`config.mk`:
```
export PLATFORM = sky130hd
export DESIGN_NAME = periph_subsys
export DESIGN_NICKNAME = d
export VERILOG_FILES = /design/src/logic/periph_pkg.sv /design/src/logic/ahb_apb_bridge.sv /design/src/logic/gpio_apb.sv /design/src/logic/intc_apb.sv /design/src/logic/periph_subsys.sv /design/src/logic/timer_apb.sv
export VERILOG_INCLUDE_DIRS = /design/src /design/src/logic
export SDC_FILE = /design/constraint.sdc
export NUM_CORES = 1
export LEC_CHECK = 0
export BUFFER_PORTS_ARGS = -buffer_cell sky130_fd_sc_hd__buf_2
export CORE_ASPECT_RATIO = 0.9
export CORE_MARGIN = 2
export CORE_UTILIZATION = 58
export DETAILED_ROUTE_END_ITERATION = 7
export GPL_ROUTABILITY_DRIVEN = 0
export PLACE_DENSITY = 0.8
export SETUP_SLACK_MARGIN = 0.3
export SYNTH_ARGS = -nofsm -noshare
export SYNTH_HDL_FRONTEND = slang
export SYNTH_SLANG_ARGS = --single-unit
```
`constraint.sdc`:
```
create_clock -name clk -period 2.9 [get_ports clk]
set_input_delay 0.29 -clock clk [delete_from_list [all_inputs] [get_ports clk]]
set_output_delay 0.29 -clock clk [all_outputs]
set_load 0.01 [all_outputs]
```
`src/logic/periph_params.svh`:
```
`default_nettype none

`ifndef PERIPH_PARAMS_SVH
`define PERIPH_PARAMS_SVH

// Bus widths
`define DATA_W        32             // AHB and APB data
`define BUS_ADDR_W    16             // AHB byte address
`define APB_ADDR_W    12             // Peripheral local window

// Address map
`define SEL_LSB       12             // Peripheral select at haddr[13:12]
`define SEL_W         2              // Select field width
`define REG_OFF_LSB   2              // Word index inside a peripheral
`define REG_IDX_W     2              // Four registers per block

// Peripheral sizing
`define GPIO_W        16             // Pins per direction
`define IRQ_NUM       3              // Interrupt sources
`define IRQ_GPIO      0              // Source index of GPIO edge irq
`define IRQ_TIMER     1              // Source index of timer wrap
`define IRQ_EXT       2              // Source index of external line
`define ID_NONE       32'h8000_0000  // ID read with nothing active

`endif

`default_nettype wire

```
`src/logic/periph_pkg.sv`:
```
`default_nettype none

package periph_pkg;

   // Bridge sequencing
   typedef enum logic [1:0] {
      IDLE   = 2'd0,                  // Waiting for an AHB transfer
      SETUP  = 2'd1,                  // psel up, penable down
      ACCESS = 2'd2                   // psel and penable up
   } apb_state_t;

   // Decoded haddr[13:12]
   typedef enum logic [1:0] {
      SEL_GPIO  = 2'd0,
      SEL_TIMER = 2'd1,
      SEL_INTC  = 2'd2,
      SEL_NONE  = 2'd3                // Unmapped, error response
   } periph_sel_t;

   // GPIO register index
   typedef enum logic [1:0] {
      GPIO_OUT      = 2'd0,           // Output latch
      GPIO_IN       = 2'd1,           // Synchronized pins, read only
      GPIO_IRQ_EN   = 2'd2,           // Rising edge enable mask
      GPIO_IRQ_STAT = 2'd3            // Edge status, write one to clear
   } gpio_reg_t;

   // Timer register index
   typedef enum logic [1:0] {
      TMR_LOAD  = 2'd0,               // Reload value
      TMR_CTRL  = 2'd1,               // Bit 0 run, bit 1 irq enable
      TMR_COUNT = 2'd2,               // Live count, read only
      TMR_STAT  = 2'd3                // Wrap flag, write one to clear
   } timer_reg_t;

   // Interrupt controller register index
   typedef enum logic [1:0] {
      INTC_PEND = 2'd0,               // Latched sources, read only
      INTC_EN   = 2'd1,               // Per source mask
      INTC_CLR  = 2'd2,               // Write one to clear pending
      INTC_ID   = 2'd3                // Lowest active source
   } intc_reg_t;

endpackage

`default_nettype wire

```
`src/logic/ahb_apb_bridge.sv`:
```
`include "periph_params.svh"
`default_nettype none

module ahb_apb_bridge import periph_pkg::*; (
   input  wire                     clk,
   input  wire                     rst_i,
   // AHB-lite slave side
   input  wire                     hsel_i,
   input  wire                     htrans_i,          // Single bit, high means NONSEQ
   input  wire                     hwrite_i,
   input  wire  [`BUS_ADDR_W-1:0]  haddr_i,
   input  wire  [`DATA_W-1:0]      hwdata_i,
   output logic [`DATA_W-1:0]      hrdata_o,
   output logic                    hready_o,
   output logic                    hresp_o,
   // APB master side
   output logic [`APB_ADDR_W-1:0]  paddr_o,
   output logic                    pwrite_o,
   output logic [`DATA_W-1:0]      pwdata_o,
   output logic                    penable_o,
   output logic                    gpio_psel_o,
   output logic                    timer_psel_o,
   output logic                    intc_psel_o,
   input  wire  [`DATA_W-1:0]      gpio_prdata_i,
   input  wire  [`DATA_W-1:0]      timer_prdata_i,
   input  wire  [`DATA_W-1:0]      intc_prdata_i
);

   apb_state_t          state;                    // Bridge phase
   periph_sel_t         sel;                      // Target of current transfer
   logic                accept;                   // Transfer taken this edge
   logic [`DATA_W-1:0]  rd_mux;                   // Selected read data

   assign accept = hsel_i & htrans_i & hready_o;  // hready high only in IDLE

   // Address decode into one-hot select
   assign gpio_psel_o  = (state != IDLE) && (sel == SEL_GPIO);
   assign timer_psel_o = (state != IDLE) && (sel == SEL_TIMER);
   assign intc_psel_o  = (state != IDLE) && (sel == SEL_INTC);
   assign penable_o    = (state == ACCESS) && (sel != SEL_NONE);   // Quiet for unmapped

   // Read return mux
   always_comb begin
      case (sel)
         SEL_GPIO:  rd_mux = gpio_prdata_i;
         SEL_TIMER: rd_mux = timer_prdata_i;
         SEL_INTC:  rd_mux = intc_prdata_i;
         default:   rd_mux = '0;                  // Unmapped reads as zero
      endcase
   end

   // Phase sequencing and AHB handshake
   always_ff @(posedge clk) begin
      if (rst_i) begin
         state    <= IDLE;
         sel      <= SEL_NONE;
         pwrite_o <= 1'b0;
         hready_o <= 1'b1;                        // Ready out of reset
         hresp_o  <= 1'b0;
      end else begin
         case (state)
            IDLE: begin
               hresp_o <= 1'b0;                   // Error lasts one cycle
               if (accept) begin
                  state    <= SETUP;
                  sel      <= periph_sel_t'(haddr_i[`SEL_LSB+`SEL_W-1:`SEL_LSB]);
                  pwrite_o <= hwrite_i;
                  hready_o <= 1'b0;               // First wait cycle
               end
            end
            SETUP: begin
               state <= ACCESS;                   // Second wait cycle
            end
            ACCESS: begin
               state    <= IDLE;
               hready_o <= 1'b1;                  // Data phase completes
               hresp_o  <= (sel == SEL_NONE);
            end
            default: begin
               state    <= IDLE;
               hready_o <= 1'b1;
            end
         endcase
      end
   end

   // Address, write data and read data capture
   always_ff @(posedge clk) begin
      if (accept) begin
         paddr_o <= haddr_i[`APB_ADDR_W-1:0];     // Local offset only
      end
      if (state == SETUP) begin
         pwdata_o <= hwdata_i;                    // Master holds data through waits
      end
      if (state == ACCESS) begin
         hrdata_o <= rd_mux;                      // Valid with hready high
      end
   end

endmodule

`default_nettype wire

```
`src/logic/gpio_apb.sv`:
```
`include "periph_params.svh"
`default_nettype none

module gpio_apb import periph_pkg::*; (
   input  wire                     clk,
   input  wire                     rst_i,
   input  wire                     psel_i,
   input  wire                     penable_i,
   input  wire                     pwrite_i,
   input  wire  [`APB_ADDR_W-1:0]  paddr_i,
   input  wire  [`DATA_W-1:0]      pwdata_i,
   output logic [`DATA_W-1:0]      prdata_o,
   input  wire  [`GPIO_W-1:0]      gpio_in_i,
   output logic [`GPIO_W-1:0]      gpio_out_o,
   output logic                    gpio_irq_o
);

   gpio_reg_t           reg_idx;                  // Word being accessed
   logic                wr_en;                    // Commit on ACCESS edge
   logic [`GPIO_W-1:0]  sync_q1, sync_q2;         // Two flop synchronizer
   logic [`GPIO_W-1:0]  prev_q;                   // Last synchronized value
   logic [`GPIO_W-1:0]  rise;                     // Per pin rising edge
   logic [`GPIO_W-1:0]  irq_en;
   logic [`GPIO_W-1:0]  irq_stat;
   logic [`GPIO_W-1:0]  stat_clr;                 // Write one to clear mask
   logic [`DATA_W-1:0]  rd_val;

   assign reg_idx  = gpio_reg_t'(paddr_i[`REG_OFF_LSB+`REG_IDX_W-1:`REG_OFF_LSB]);
   assign wr_en    = psel_i & penable_i & pwrite_i;
   assign rise     = sync_q2 & ~prev_q;
   assign stat_clr = (wr_en && reg_idx == GPIO_IRQ_STAT) ? pwdata_i[`GPIO_W-1:0] : '0;

   // Pin synchronizer and edge history
   always_ff @(posedge clk) begin
      sync_q1 <= gpio_in_i;
      sync_q2 <= sync_q1;
      prev_q  <= sync_q2;
   end

   always_ff @(posedge clk) begin
      if (rst_i) begin
         gpio_out_o <= '0;
         irq_en     <= '0;
         irq_stat   <= '0;
      end else begin
         if (wr_en && reg_idx == GPIO_OUT)    gpio_out_o <= pwdata_i[`GPIO_W-1:0];
         if (wr_en && reg_idx == GPIO_IRQ_EN) irq_en     <= pwdata_i[`GPIO_W-1:0];
         irq_stat <= (irq_stat & ~stat_clr) | (rise & irq_en);   // New edge wins over clear
      end
   end

   // Register readback, zero extended
   always_comb begin
      rd_val = '0;
      case (reg_idx)
         GPIO_OUT:      rd_val[`GPIO_W-1:0] = gpio_out_o;
         GPIO_IN:       rd_val[`GPIO_W-1:0] = sync_q2;
         GPIO_IRQ_EN:   rd_val[`GPIO_W-1:0] = irq_en;
         GPIO_IRQ_STAT: rd_val[`GPIO_W-1:0] = irq_stat;
         default:       rd_val = '0;
      endcase
   end

   assign prdata_o   = psel_i ? rd_val : '0;
   assign gpio_irq_o = |irq_stat;                 // Any latched edge

endmodule

`default_nettype wire

```
`src/logic/intc_apb.sv`:
```
`include "periph_params.svh"
`default_nettype none

module intc_apb import periph_pkg::*; (
   input  wire                     clk,
   input  wire                     rst_i,
   input  wire                     psel_i,
   input  wire                     penable_i,
   input  wire                     pwrite_i,
   input  wire  [`APB_ADDR_W-1:0]  paddr_i,
   input  wire  [`DATA_W-1:0]      pwdata_i,
   output logic [`DATA_W-1:0]      prdata_o,
   input  wire  [`IRQ_NUM-1:0]     irq_src_i,
   input  wire                     irq_ack_i,     // One cycle CPU acknowledge
   output logic                    cpu_irq_o
);

   intc_reg_t           reg_idx;                  // Word being accessed
   logic                wr_en;
   logic [`IRQ_NUM-1:0] pend_q;                   // Latched sources
   logic [`IRQ_NUM-1:0] en_q;                     // Source mask
   logic [`IRQ_NUM-1:0] act;                      // Enabled and pending
   logic [`IRQ_NUM-1:0] lowest;                   // One hot lowest active
   logic [`IRQ_NUM-1:0] sw_clr;                   // From INTC_CLR write
   logic [`IRQ_NUM-1:0] ack_clr;                  // From CPU acknowledge
   logic [`DATA_W-1:0]  act_id;                   // Index or ID_NONE
   logic [`DATA_W-1:0]  rd_val;

   assign reg_idx = intc_reg_t'(paddr_i[`REG_OFF_LSB+`REG_IDX_W-1:`REG_OFF_LSB]);
   assign wr_en   = psel_i & penable_i & pwrite_i;
   assign act     = pend_q & en_q;
   assign lowest  = act & (~act + 1'b1);          // Isolate lowest set bit
   assign sw_clr  = (wr_en && reg_idx == INTC_CLR) ? pwdata_i[`IRQ_NUM-1:0] : '0;
   assign ack_clr = irq_ack_i ? lowest : '0;

   // Priority encode, index 0 highest
   always_comb begin
      act_id = `ID_NONE;
      for (int i = `IRQ_NUM-1; i >= 0; i--) begin
         if (act[i]) act_id = 32'(i);
      end
   end

   always_ff @(posedge clk) begin
      if (rst_i) begin
         pend_q <= '0;
         en_q   <= '0;
      end else begin
         if (wr_en && reg_idx == INTC_EN) en_q <= pwdata_i[`IRQ_NUM-1:0];
         pend_q <= (pend_q & ~(sw_clr | ack_clr)) | irq_src_i;   // Live source re-arms
      end
   end

   // Register readback
   always_comb begin
      rd_val = '0;
      case (reg_idx)
         INTC_PEND: rd_val[`IRQ_NUM-1:0] = pend_q;
         INTC_EN:   rd_val[`IRQ_NUM-1:0] = en_q;
         INTC_CLR:  rd_val = '0;                  // Write only
         INTC_ID:   rd_val = act_id;
         default:   rd_val = '0;
      endcase
   end

   assign prdata_o  = psel_i ? rd_val : '0;
   assign cpu_irq_o = |act;                       // Same cycle as pending and mask

endmodule

`default_nettype wire

```
`src/logic/periph_subsys.sv`:
```
`include "periph_params.svh"
`default_nettype none

module periph_subsys (
   input  wire                     clk,
   input  wire                     rst_i,
   // AHB-lite port
   input  wire                     hsel_i,
   input  wire                     htrans_i,
   input  wire                     hwrite_i,
   input  wire  [`BUS_ADDR_W-1:0]  haddr_i,
   input  wire  [`DATA_W-1:0]      hwdata_i,
   output wire  [`DATA_W-1:0]      hrdata_o,
   output wire                     hready_o,
   output wire                     hresp_o,
   // Pins and interrupt lines
   input  wire  [`GPIO_W-1:0]      gpio_in_i,
   output wire  [`GPIO_W-1:0]      gpio_out_o,
   input  wire                     irq_ext_i,
   input  wire                     irq_ack_i,
   output wire                     cpu_irq_o
);

   // Shared APB lines
   wire [`APB_ADDR_W-1:0] apb_paddr;
   wire                   apb_pwrite;
   wire [`DATA_W-1:0]     apb_pwdata;
   wire                   apb_penable;
   // Per peripheral select and read data
   wire                   gpio_psel, timer_psel, intc_psel;
   wire [`DATA_W-1:0]     gpio_prdata, timer_prdata, intc_prdata;
   // Interrupt sources
   wire                   gpio_irq, timer_irq;
   wire [`IRQ_NUM-1:0]    irq_src;

   // Source vector by fixed index
   assign irq_src[`IRQ_GPIO]  = gpio_irq;
   assign irq_src[`IRQ_TIMER] = timer_irq;
   assign irq_src[`IRQ_EXT]   = irq_ext_i;

   ahb_apb_bridge u_bridge (
      .clk            (clk),             .rst_i          (rst_i),
      .hsel_i         (hsel_i),          .htrans_i       (htrans_i),
      .hwrite_i       (hwrite_i),        .haddr_i        (haddr_i),
      .hwdata_i       (hwdata_i),        .hrdata_o       (hrdata_o),
      .hready_o       (hready_o),        .hresp_o        (hresp_o),
      .paddr_o        (apb_paddr),       .pwrite_o       (apb_pwrite),
      .pwdata_o       (apb_pwdata),      .penable_o      (apb_penable),
      .gpio_psel_o    (gpio_psel),       .timer_psel_o   (timer_psel),
      .intc_psel_o    (intc_psel),       .gpio_prdata_i  (gpio_prdata),
      .timer_prdata_i (timer_prdata),    .intc_prdata_i  (intc_prdata)
   );

   gpio_apb u_gpio (
      .clk        (clk),          .rst_i      (rst_i),
      .psel_i     (gpio_psel),    .penable_i  (apb_penable),
      .pwrite_i   (apb_pwrite),   .paddr_i    (apb_paddr),
      .pwdata_i   (apb_pwdata),   .prdata_o   (gpio_prdata),
      .gpio_in_i  (gpio_in_i),    .gpio_out_o (gpio_out_o),
      .gpio_irq_o (gpio_irq)
   );

   timer_apb u_timer (
      .clk         (clk),          .rst_i       (rst_i),
      .psel_i      (timer_psel),   .penable_i   (apb_penable),
      .pwrite_i    (apb_pwrite),   .paddr_i     (apb_paddr),
      .pwdata_i    (apb_pwdata),   .prdata_o    (timer_prdata),
      .timer_irq_o (timer_irq)
   );

   intc_apb u_intc (
      .clk       (clk),          .rst_i     (rst_i),
      .psel_i    (intc_psel),    .penable_i (apb_penable),
      .pwrite_i  (apb_pwrite),   .paddr_i   (apb_paddr),
      .pwdata_i  (apb_pwdata),   .prdata_o  (intc_prdata),
      .irq_src_i (irq_src),      .irq_ack_i (irq_ack_i),
      .cpu_irq_o (cpu_irq_o)
   );

endmodule

`default_nettype wire

```
`src/logic/timer_apb.sv`:
```
`include "periph_params.svh"
`default_nettype none

module timer_apb import periph_pkg::*; (
   input  wire                     clk,
   input  wire                     rst_i,
   input  wire                     psel_i,
   input  wire                     penable_i,
   input  wire                     pwrite_i,
   input  wire  [`APB_ADDR_W-1:0]  paddr_i,
   input  wire  [`DATA_W-1:0]      pwdata_i,
   output logic [`DATA_W-1:0]      prdata_o,
   output logic                    timer_irq_o
);

   timer_reg_t          reg_idx;                  // Word being accessed
   logic                wr_en;
   logic [`DATA_W-1:0]  load_q;                   // Reload value
   logic [`DATA_W-1:0]  count_q;                  // Down counter
   logic                run_en;                   // CTRL bit 0
   logic                irq_en;                   // CTRL bit 1
   logic                stat_q;                   // Wrap seen
   logic                wrap;                     // Counter at zero while running
   logic                stat_clr;
   logic [`DATA_W-1:0]  rd_val;

   assign reg_idx  = timer_reg_t'(paddr_i[`REG_OFF_LSB+`REG_IDX_W-1:`REG_OFF_LSB]);
   assign wr_en    = psel_i & penable_i & pwrite_i;
   assign wrap     = run_en && (count_q == '0);
   assign stat_clr = wr_en && (reg_idx == TMR_STAT) && pwdata_i[0];

   // Control and status
   always_ff @(posedge clk) begin
      if (rst_i) begin
         run_en <= 1'b0;
         irq_en <= 1'b0;
         stat_q <= 1'b0;
         load_q <= '0;
      end else begin
         if (wr_en && reg_idx == TMR_LOAD) load_q <= pwdata_i;
         if (wr_en && reg_idx == TMR_CTRL) begin
            run_en <= pwdata_i[0];
            irq_en <= pwdata_i[1];
         end
         if (wrap)          stat_q <= 1'b1;       // Wrap wins over clear
         else if (stat_clr) stat_q <= 1'b0;
      end
   end

   // Counter, period is LOAD+1
   always_ff @(posedge clk) begin
      if (rst_i) begin
         count_q <= '0;
      end else if (wr_en && reg_idx == TMR_LOAD) begin
         count_q <= pwdata_i;                     // LOAD write restarts count
      end else if (wrap) begin
         count_q <= load_q;
      end else if (run_en) begin
         count_q <= count_q - 1'b1;
      end
   end

   // Register readback
   always_comb begin
      rd_val = '0;
      case (reg_idx)
         TMR_LOAD:  rd_val = load_q;
         TMR_CTRL:  rd_val[1:0] = {irq_en, run_en};
         TMR_COUNT: rd_val = count_q;
         TMR_STAT:  rd_val[0] = stat_q;
         default:   rd_val = '0;
      endcase
   end

   assign prdata_o    = psel_i ? rd_val : '0;
   assign timer_irq_o = stat_q & irq_en;          // Level until cleared

endmodule

`default_nettype wire

```
==> out/qor.csv, run 1 <==
metric;value;unit
fin_crit_sh;88.28;%
synth_area_leaders;dfxtp_1 (36%), edfxtp_1 (20%), mux2i_1 (7.7%);
n_antenna_cell;0;
worstMarginPinSlew;735.7;ps
dieArea;0.01801;mm^2
netlist_instances;954;
timing.critical_path.arrival;2950;ps
viasPerCell;5.934;
dp_hpwl;14.83;mm
finalClockSkew;17.01;ps
drc;0;
fmax;0.3906;GHz
synth_edf_count;66;
yosysTopAreaCellShare;35.85;%
leakage;0.004536;uW
grt-ovfl-total;0;
critical-path-slowest-cell;or4_4;
async_reset_ff_share;0;%
avgSynthCellArea;10.30;um^2
cts_buffers;23;
synthFlopType;dfxtp_1;
io_pins;122;
cts_sinks;242;
synth_warnings;0;
die_h;127.5;um
critPathLaunchType;flip-flop;
wl_per_cell;17.92;um
drtIter0Drc;651;
reg2reg_slack;340;ps
tns;0;ps
htreeDepth;1;
grt_util_all_layers;26.43;%
status;finished clean;
rsz0062_at_grt;yes;
rows;45;
grt_pass1_vias;7634;
setup_viol;0;
netlist_area;0.009829;mm^2
die_x;141.2;um
path_clk_slew;70;ps
hold_ws;14.76;ps
port_buffers;109;
holdCritPathClass;in2reg;
end_kind;flip-flop;
core;0.01672;mm^2
grt_pass1_wl;38.41;mm
ir_worst_vdd;0.5425;mV
ant_nets;0;
ys_top_cells_by_count;dfxtp_1 (176), nand2_1 (147), nor2_1 (119);
route.vias.total;7952;
hold_viol_final;0;
cpMostUsedCell;or4_4;
area_growth;21.18;%
grt_max_degree;52;
cts_tree;yes;
dr.pass1.iters;7;
yosys.cell_count.top_type;dfxtp_1;
crit_chain;or4_4 -> or4_4 -> nor4b_4 -> buf_6 -> or2b_1 -> o311ai_0 -> a211oi_1;
clk_latency;520;ps
clockBufferDepth;3;
power.density;561.6;mW/mm^2
synth_cell_types;73;
critical_path_class;reg2reg;
fin_crit;2560;ps
syn_nets;1026;
timing.max_slew.rel_slack;50.81;%
slowest_delay;570;ps
clock-root-buffer;clkbuf_16;
initial_core_util;58.78;%
synth-seq-cells;242;
maxCapViolCount;0;
crit_buf_inv;1;
totalWireLength;24.01;mm
final_nets;1184;
ys_seq_area_share;56.01;%
antenna_found_initial;0;
drv_slew;0;
critPathMaxFanout;12;
cp.required;3290;ps
synth_top_cell_by_area;dfxtp_1;
drive_gt1_share;19.93;%
crit_family;simple AND/OR/NAND/NOR gates;
==> path summary, 6_finish.rpt <==
kind,end,startpoint,cells past startpoint
worst max-delay path,u_timer.count_q[11],u_timer.count_q[17],7
worst min-delay path,u_bridge.sel[1],haddr_i[13],3
worst max register to register,u_timer.count_q[11],u_timer.count_q[17],7
worst min register to register,u_gpio.sync_q2[2],u_gpio.sync_q1[2],0
==> repair_timing <==
item / 4_1_cts / 5_1_grt
resized for setup: 0 / 6
hold endpoints to repair: 52 / 0
buffers inserted: 0 / 5
setup endpoints to repair: 0 / 18
hold buffers: 52 / 0
==> cells in the final DEF, fill, tap and decap left out, types with 7 or more instances in the layout <==
| cell type | n |
|---|---|
| xor2_1 | 8 |
| clkinv_2 | 7 |
| dfxtp_1 | 174 |
| clkbuf_16 | 24 |
| o211ai_1 | 8 |
| nor2_1 | 118 |
| nand3_1 | 15 |
| nor3_1 | 20 |
| buf_2 | 108 |
| buf_4 | 28 |
| o21ai_0 | 42 |
| nand2_1 | 146 |
| mux2i_1 | 76 |
| edfxtp_1 | 66 |
| mux4_2 | 16 |
| a21oi_1 | 70 |
| dlygate4sd3_1 | 52 |
| nor4_1 | 15 |
==> power breakdown <==
part	switching [uW]	internal, uW
registers	44.0	3530
clock network	1260	1620
logic	114	123
total	1420	5270
==> through the flow <==
| step | worst slack (ps) | std cells | instance area [um^2] | utilization, % | power [uW] |
|---|---|---|---|---|---|
| CTS | 308.8 | 1335 | 11850 | 70.83 | 6706 |
| floorplan | 478.0 | 954 | 9829 | - | 3738 |
| detailed placement | 308.9 | 1241 | 10600 | 63.37 | 3827 |
| finish | 339.9 | 1340 | 11910 | 71.23 | 6690 |
| global placement | 371.5 | 1241 | 10600 | 63.37 | 3823 |
| global route | 270.2 | 1340 | 11910 | 71.23 | 6892 |
==> per-layer routing <==
layer  wire (um)  vias to the layer above  global-route usage, %
li1            -                     3743                      -
met1       10480                     3827                  35.76
met2       11400                      329                  44.49
met3        1513                       53                  3.598
met4         618                        0                  8.412
met5           0                        -                      0
==> logic make-up after synthesis <==
logic type / Yosys count / synth area share (%)
AND/OR/NAND/NOR: 366 / 17.16
multiplexers: 94 / 11.63
flip-flops: 242 / 56.01
XOR/XNOR: 10 / 0.8911
adder cells (fa/ha/maj): 1 / 0.1273
AO/OA/AOI/OAI: 176 / 11.07
buffers and inverters: 65 / 3.106
==> state kept, by name, indices dropped and copies added, names as in the netlist, 32 cells and up <==
name,count
u_timer.count_q,32
u_timer.load_q,32
u_bridge.pwdata_o,32
u_bridge.hrdata_o,32
==> worst min-delay path: cells and delay by family <==
family                 cells  cell delay (ps)
multiplexers               1               60
AND/OR/NAND/NOR            1               60
buffers and inverters      1               80
==> area by class of cell <==
type	count	area, um^2
sequential	242	5508
fill	1202	4811
multi-input combinational	647	4055
timing repair buffer	192	1334
clock buffer	31	666.9
tap	211	264.0
clock inverter	11	61.31
inverter	6	22.52
No activity file was read; power rests on OpenSTA's default activity.
==> inputs of run 2 (changes only) <==
--- a/config.mk
+++ b/config.mk
@@ -13,6 +13,7 @@
 export DETAILED_ROUTE_END_ITERATION = 7
 export GPL_ROUTABILITY_DRIVEN = 0
 export PLACE_DENSITY = 0.8
+export REMOVE_ABC_BUFFERS = 1
 export SETUP_SLACK_MARGIN = 0.3
 export SYNTH_ARGS = -nofsm -noshare
 export SYNTH_HDL_FRONTEND = slang
==> run 2 against run 1 <==
Net effect:
- sequential share of layout area shrank 0.49 points
- design area grew 1.2%
- routed wire length shrank 0.92%
- clock skew shrank 1.8 ps
- die area is the same
- non-clock buffer count grew 6
- largest power group unchanged
- combinational power is essentially flat
- first-iteration DRC count grew 4.8%
- cell count grew 0.75%
- count of clock-buffer cells in the layout grew 9
- global-route usage shrank 0.41 points
==> out/qor.csv, run 2 (synthesis gave the netlist of run 1 again) <==
metric;value;unit;change
timing.critical_path.arrival;2990;ps;+40 ps
layoutNonFillerInstCount;1350;;+0.75%
drive_gt1_share;19.75;%;-0.17 points
grt_pass1_wl;37.92;mm;-1.3%
share_comb_of_total_power;3.5;%;about the same
final_nets;1192;;+0.68%
viasPerCell;5.910;;-0.42%
timing.max_slew.rel_slack;51.34;%;+0.54 points
rows;45;;unchanged
holdCritPathClass;in2reg;;
dr.pass1.iters;5;;-2
initial_core_util;58.78;%;unchanged
p_total;6862;uW;+2.6%
worstMarginPinSlew;723.2;ps;-12.47 ps
critPathLaunchType;flip-flop;;
totalWireLength;23.79;mm;-0.92%
crit_chain;or4_4 -> or4_4 -> nor4b_4 -> buf_4 -> bufbuf_16 -> buf_4 -> nor3_1 -> o221a_2;;
leakage;0.004597;uW;+1.3%
layout_commonest_cell;dfxtp_1;;
clk_latency;530;ps;about the same
reg2reg_from;u_timer.count_q[17];;
min_from;hwrite_i;;
die_x;141.2;um;unchanged
hold_viol_final;0;;unchanged
critical_path_class;reg2reg;;
grt-ovfl-total;0;;unchanged
cts_tree;yes;;
htreeDepth;1;;unchanged
p_sw;1429;uW;+0.77%
grt_max_degree;73;;+40%
grt_pass1_vias;7461;;-2.3%
intPower;5433;uW;+3.1%
area_growth;22.59;%;
path_clk_slew;60;ps;about the same
antenna_found_initial;0;;unchanged
finalClockSkew;15.20;ps;-1.814 ps
ant_nets;0;;unchanged
dp_hpwl;14.70;mm;-0.85%
status;finished clean;;
power.density;569.5;mW/mm^2;+1.4%
crit_start;u_timer.count_q[17];;
critPathMaxFanout;6;;-6
slowest_delay;520;ps;-50 ps
port_buffers;109;;unchanged
cp.required;3320;ps;+30 ps
drtIter0Drc;682;;+4.8%
cts_sinks;242;;unchanged
io_pins;122;;unchanged
cts_buffers;25;;+8.7%
drc;0;;unchanged
end_kind;flip-flop;;
rsz0062_at_grt;yes;;
drv_slew;0;;unchanged
p_sw_share;20.82;%;-0.37 points
fin_crit_sh;88.39;%;+0.11 points
critical-path-slowest-cell;or4_4;;
clockBufferDepth;3;;unchanged
route.vias.total;7978;;+0.33%
maxCapViolCount;0;;unchanged
die_h;127.5;um;unchanged
clock-root-buffer;clkbuf_16;;
fmax;0.3901;GHz;-0.12%
grt_util_all_layers;26.02;%;-0.41 points
final_cell_mix;dfxtp_1 (174), nand2_1 (147), nor2_1 (118);;
fin_crit;2563;ps;+3.051 ps
setup_viol;0;;unchanged
wl_per_cell;17.62;um;-1.7%
dieArea;0.01801;mm^2;unchanged
clockPowerShare;44.5;%;+1.5 points
dp_cells;1242;;+0.081%
core;0.01672;mm^2;unchanged
seqPwrFrac;52.0;%;-1.4 points
n_antenna_cell;0;;unchanged
ir_worst_vdd;0.4890;mV;-9.9%
==> run 2: repair_timing <==
| item | in CTS | in global routing |
|---|---|---|
| resized for setup | 3 | 3 |
| pin swaps | 4 | 2 |
| hold endpoints to repair | 53 | 0 |
| endpoints found under the setup margin | 3 | 13 |
| gates cloned | 1 | 0 |
| hold buffers | 53 | 0 |
| buffers inserted | 7 | 1 |
==> run 2: path summary, 6_finish.rpt <==
check | endpoint | slack [ps] | cells past startpoint
worst max-delay path | u_timer.count_q[8] | 340 | 8
worst min-delay path | u_bridge.pwrite_o | 10 | 3
worst max register to register | u_timer.count_q[8] | 340 | 8
worst min register to register | u_gpio.sync_q2[10] | 320 | 0
==> run 2: per-layer routing <==
metal | GRT usage, % | vias to the layer above | part of all wire, %
met4 | 8.588 | 0 | 2.7
met2 | 42.75 | 377 | 47
met1 | 35.99 | 3772 | 43
met5 | 0 | - | 0
li1 | - | 3776 | -
met3 | 3.523 | 53 | 7.2
==> run 2: power groups by stage <==
stage	Sequential [uW]	Clock (uW)	Combinational [uW]
4_1_cts	3570	3080	238
6_report	3570	3050	240
2_1_floorplan	3650	0	63.3
3_3_place_gp	3640	0	179
5_1_grt	3570	3250	256
3_5_place_dp	3640	0	183
==> run 2: cell type report <==
cell class	count	area, um^2
Clock inverter	6	72.57
Timing Repair Buffer	198	1411
Sequential cell	242	5513
Inverter	6	22.52
Clock buffer	40	711.9
Multi-Input combinational cell	647	4055
Tap cell	211	264.0
Fill cell	1106	4672
==> run 2: through the flow <==
step	instance area, um^2	setup TNS [ps]	setup slack, ps	util (%)	hold WS (ps)
finish	12050	0	336.8	72.06	13.90
global route	12050	0	278.0	72.06	20.86
CTS	12030	0	300.0	71.96	0.5179
detailed placement	10630	0	251.4	63.56	312.1
global placement	10630	0	345.8	63.56	310.0
floorplan	9547	-106050	-1725	-	309.6
==> run 2: critical path, delay by kind of cell, from the launching register on <==
family          cells  cell delay (ps)
simple gates        4             1310
buf+inv             3              550
flops               1              360
compound gates      1              250
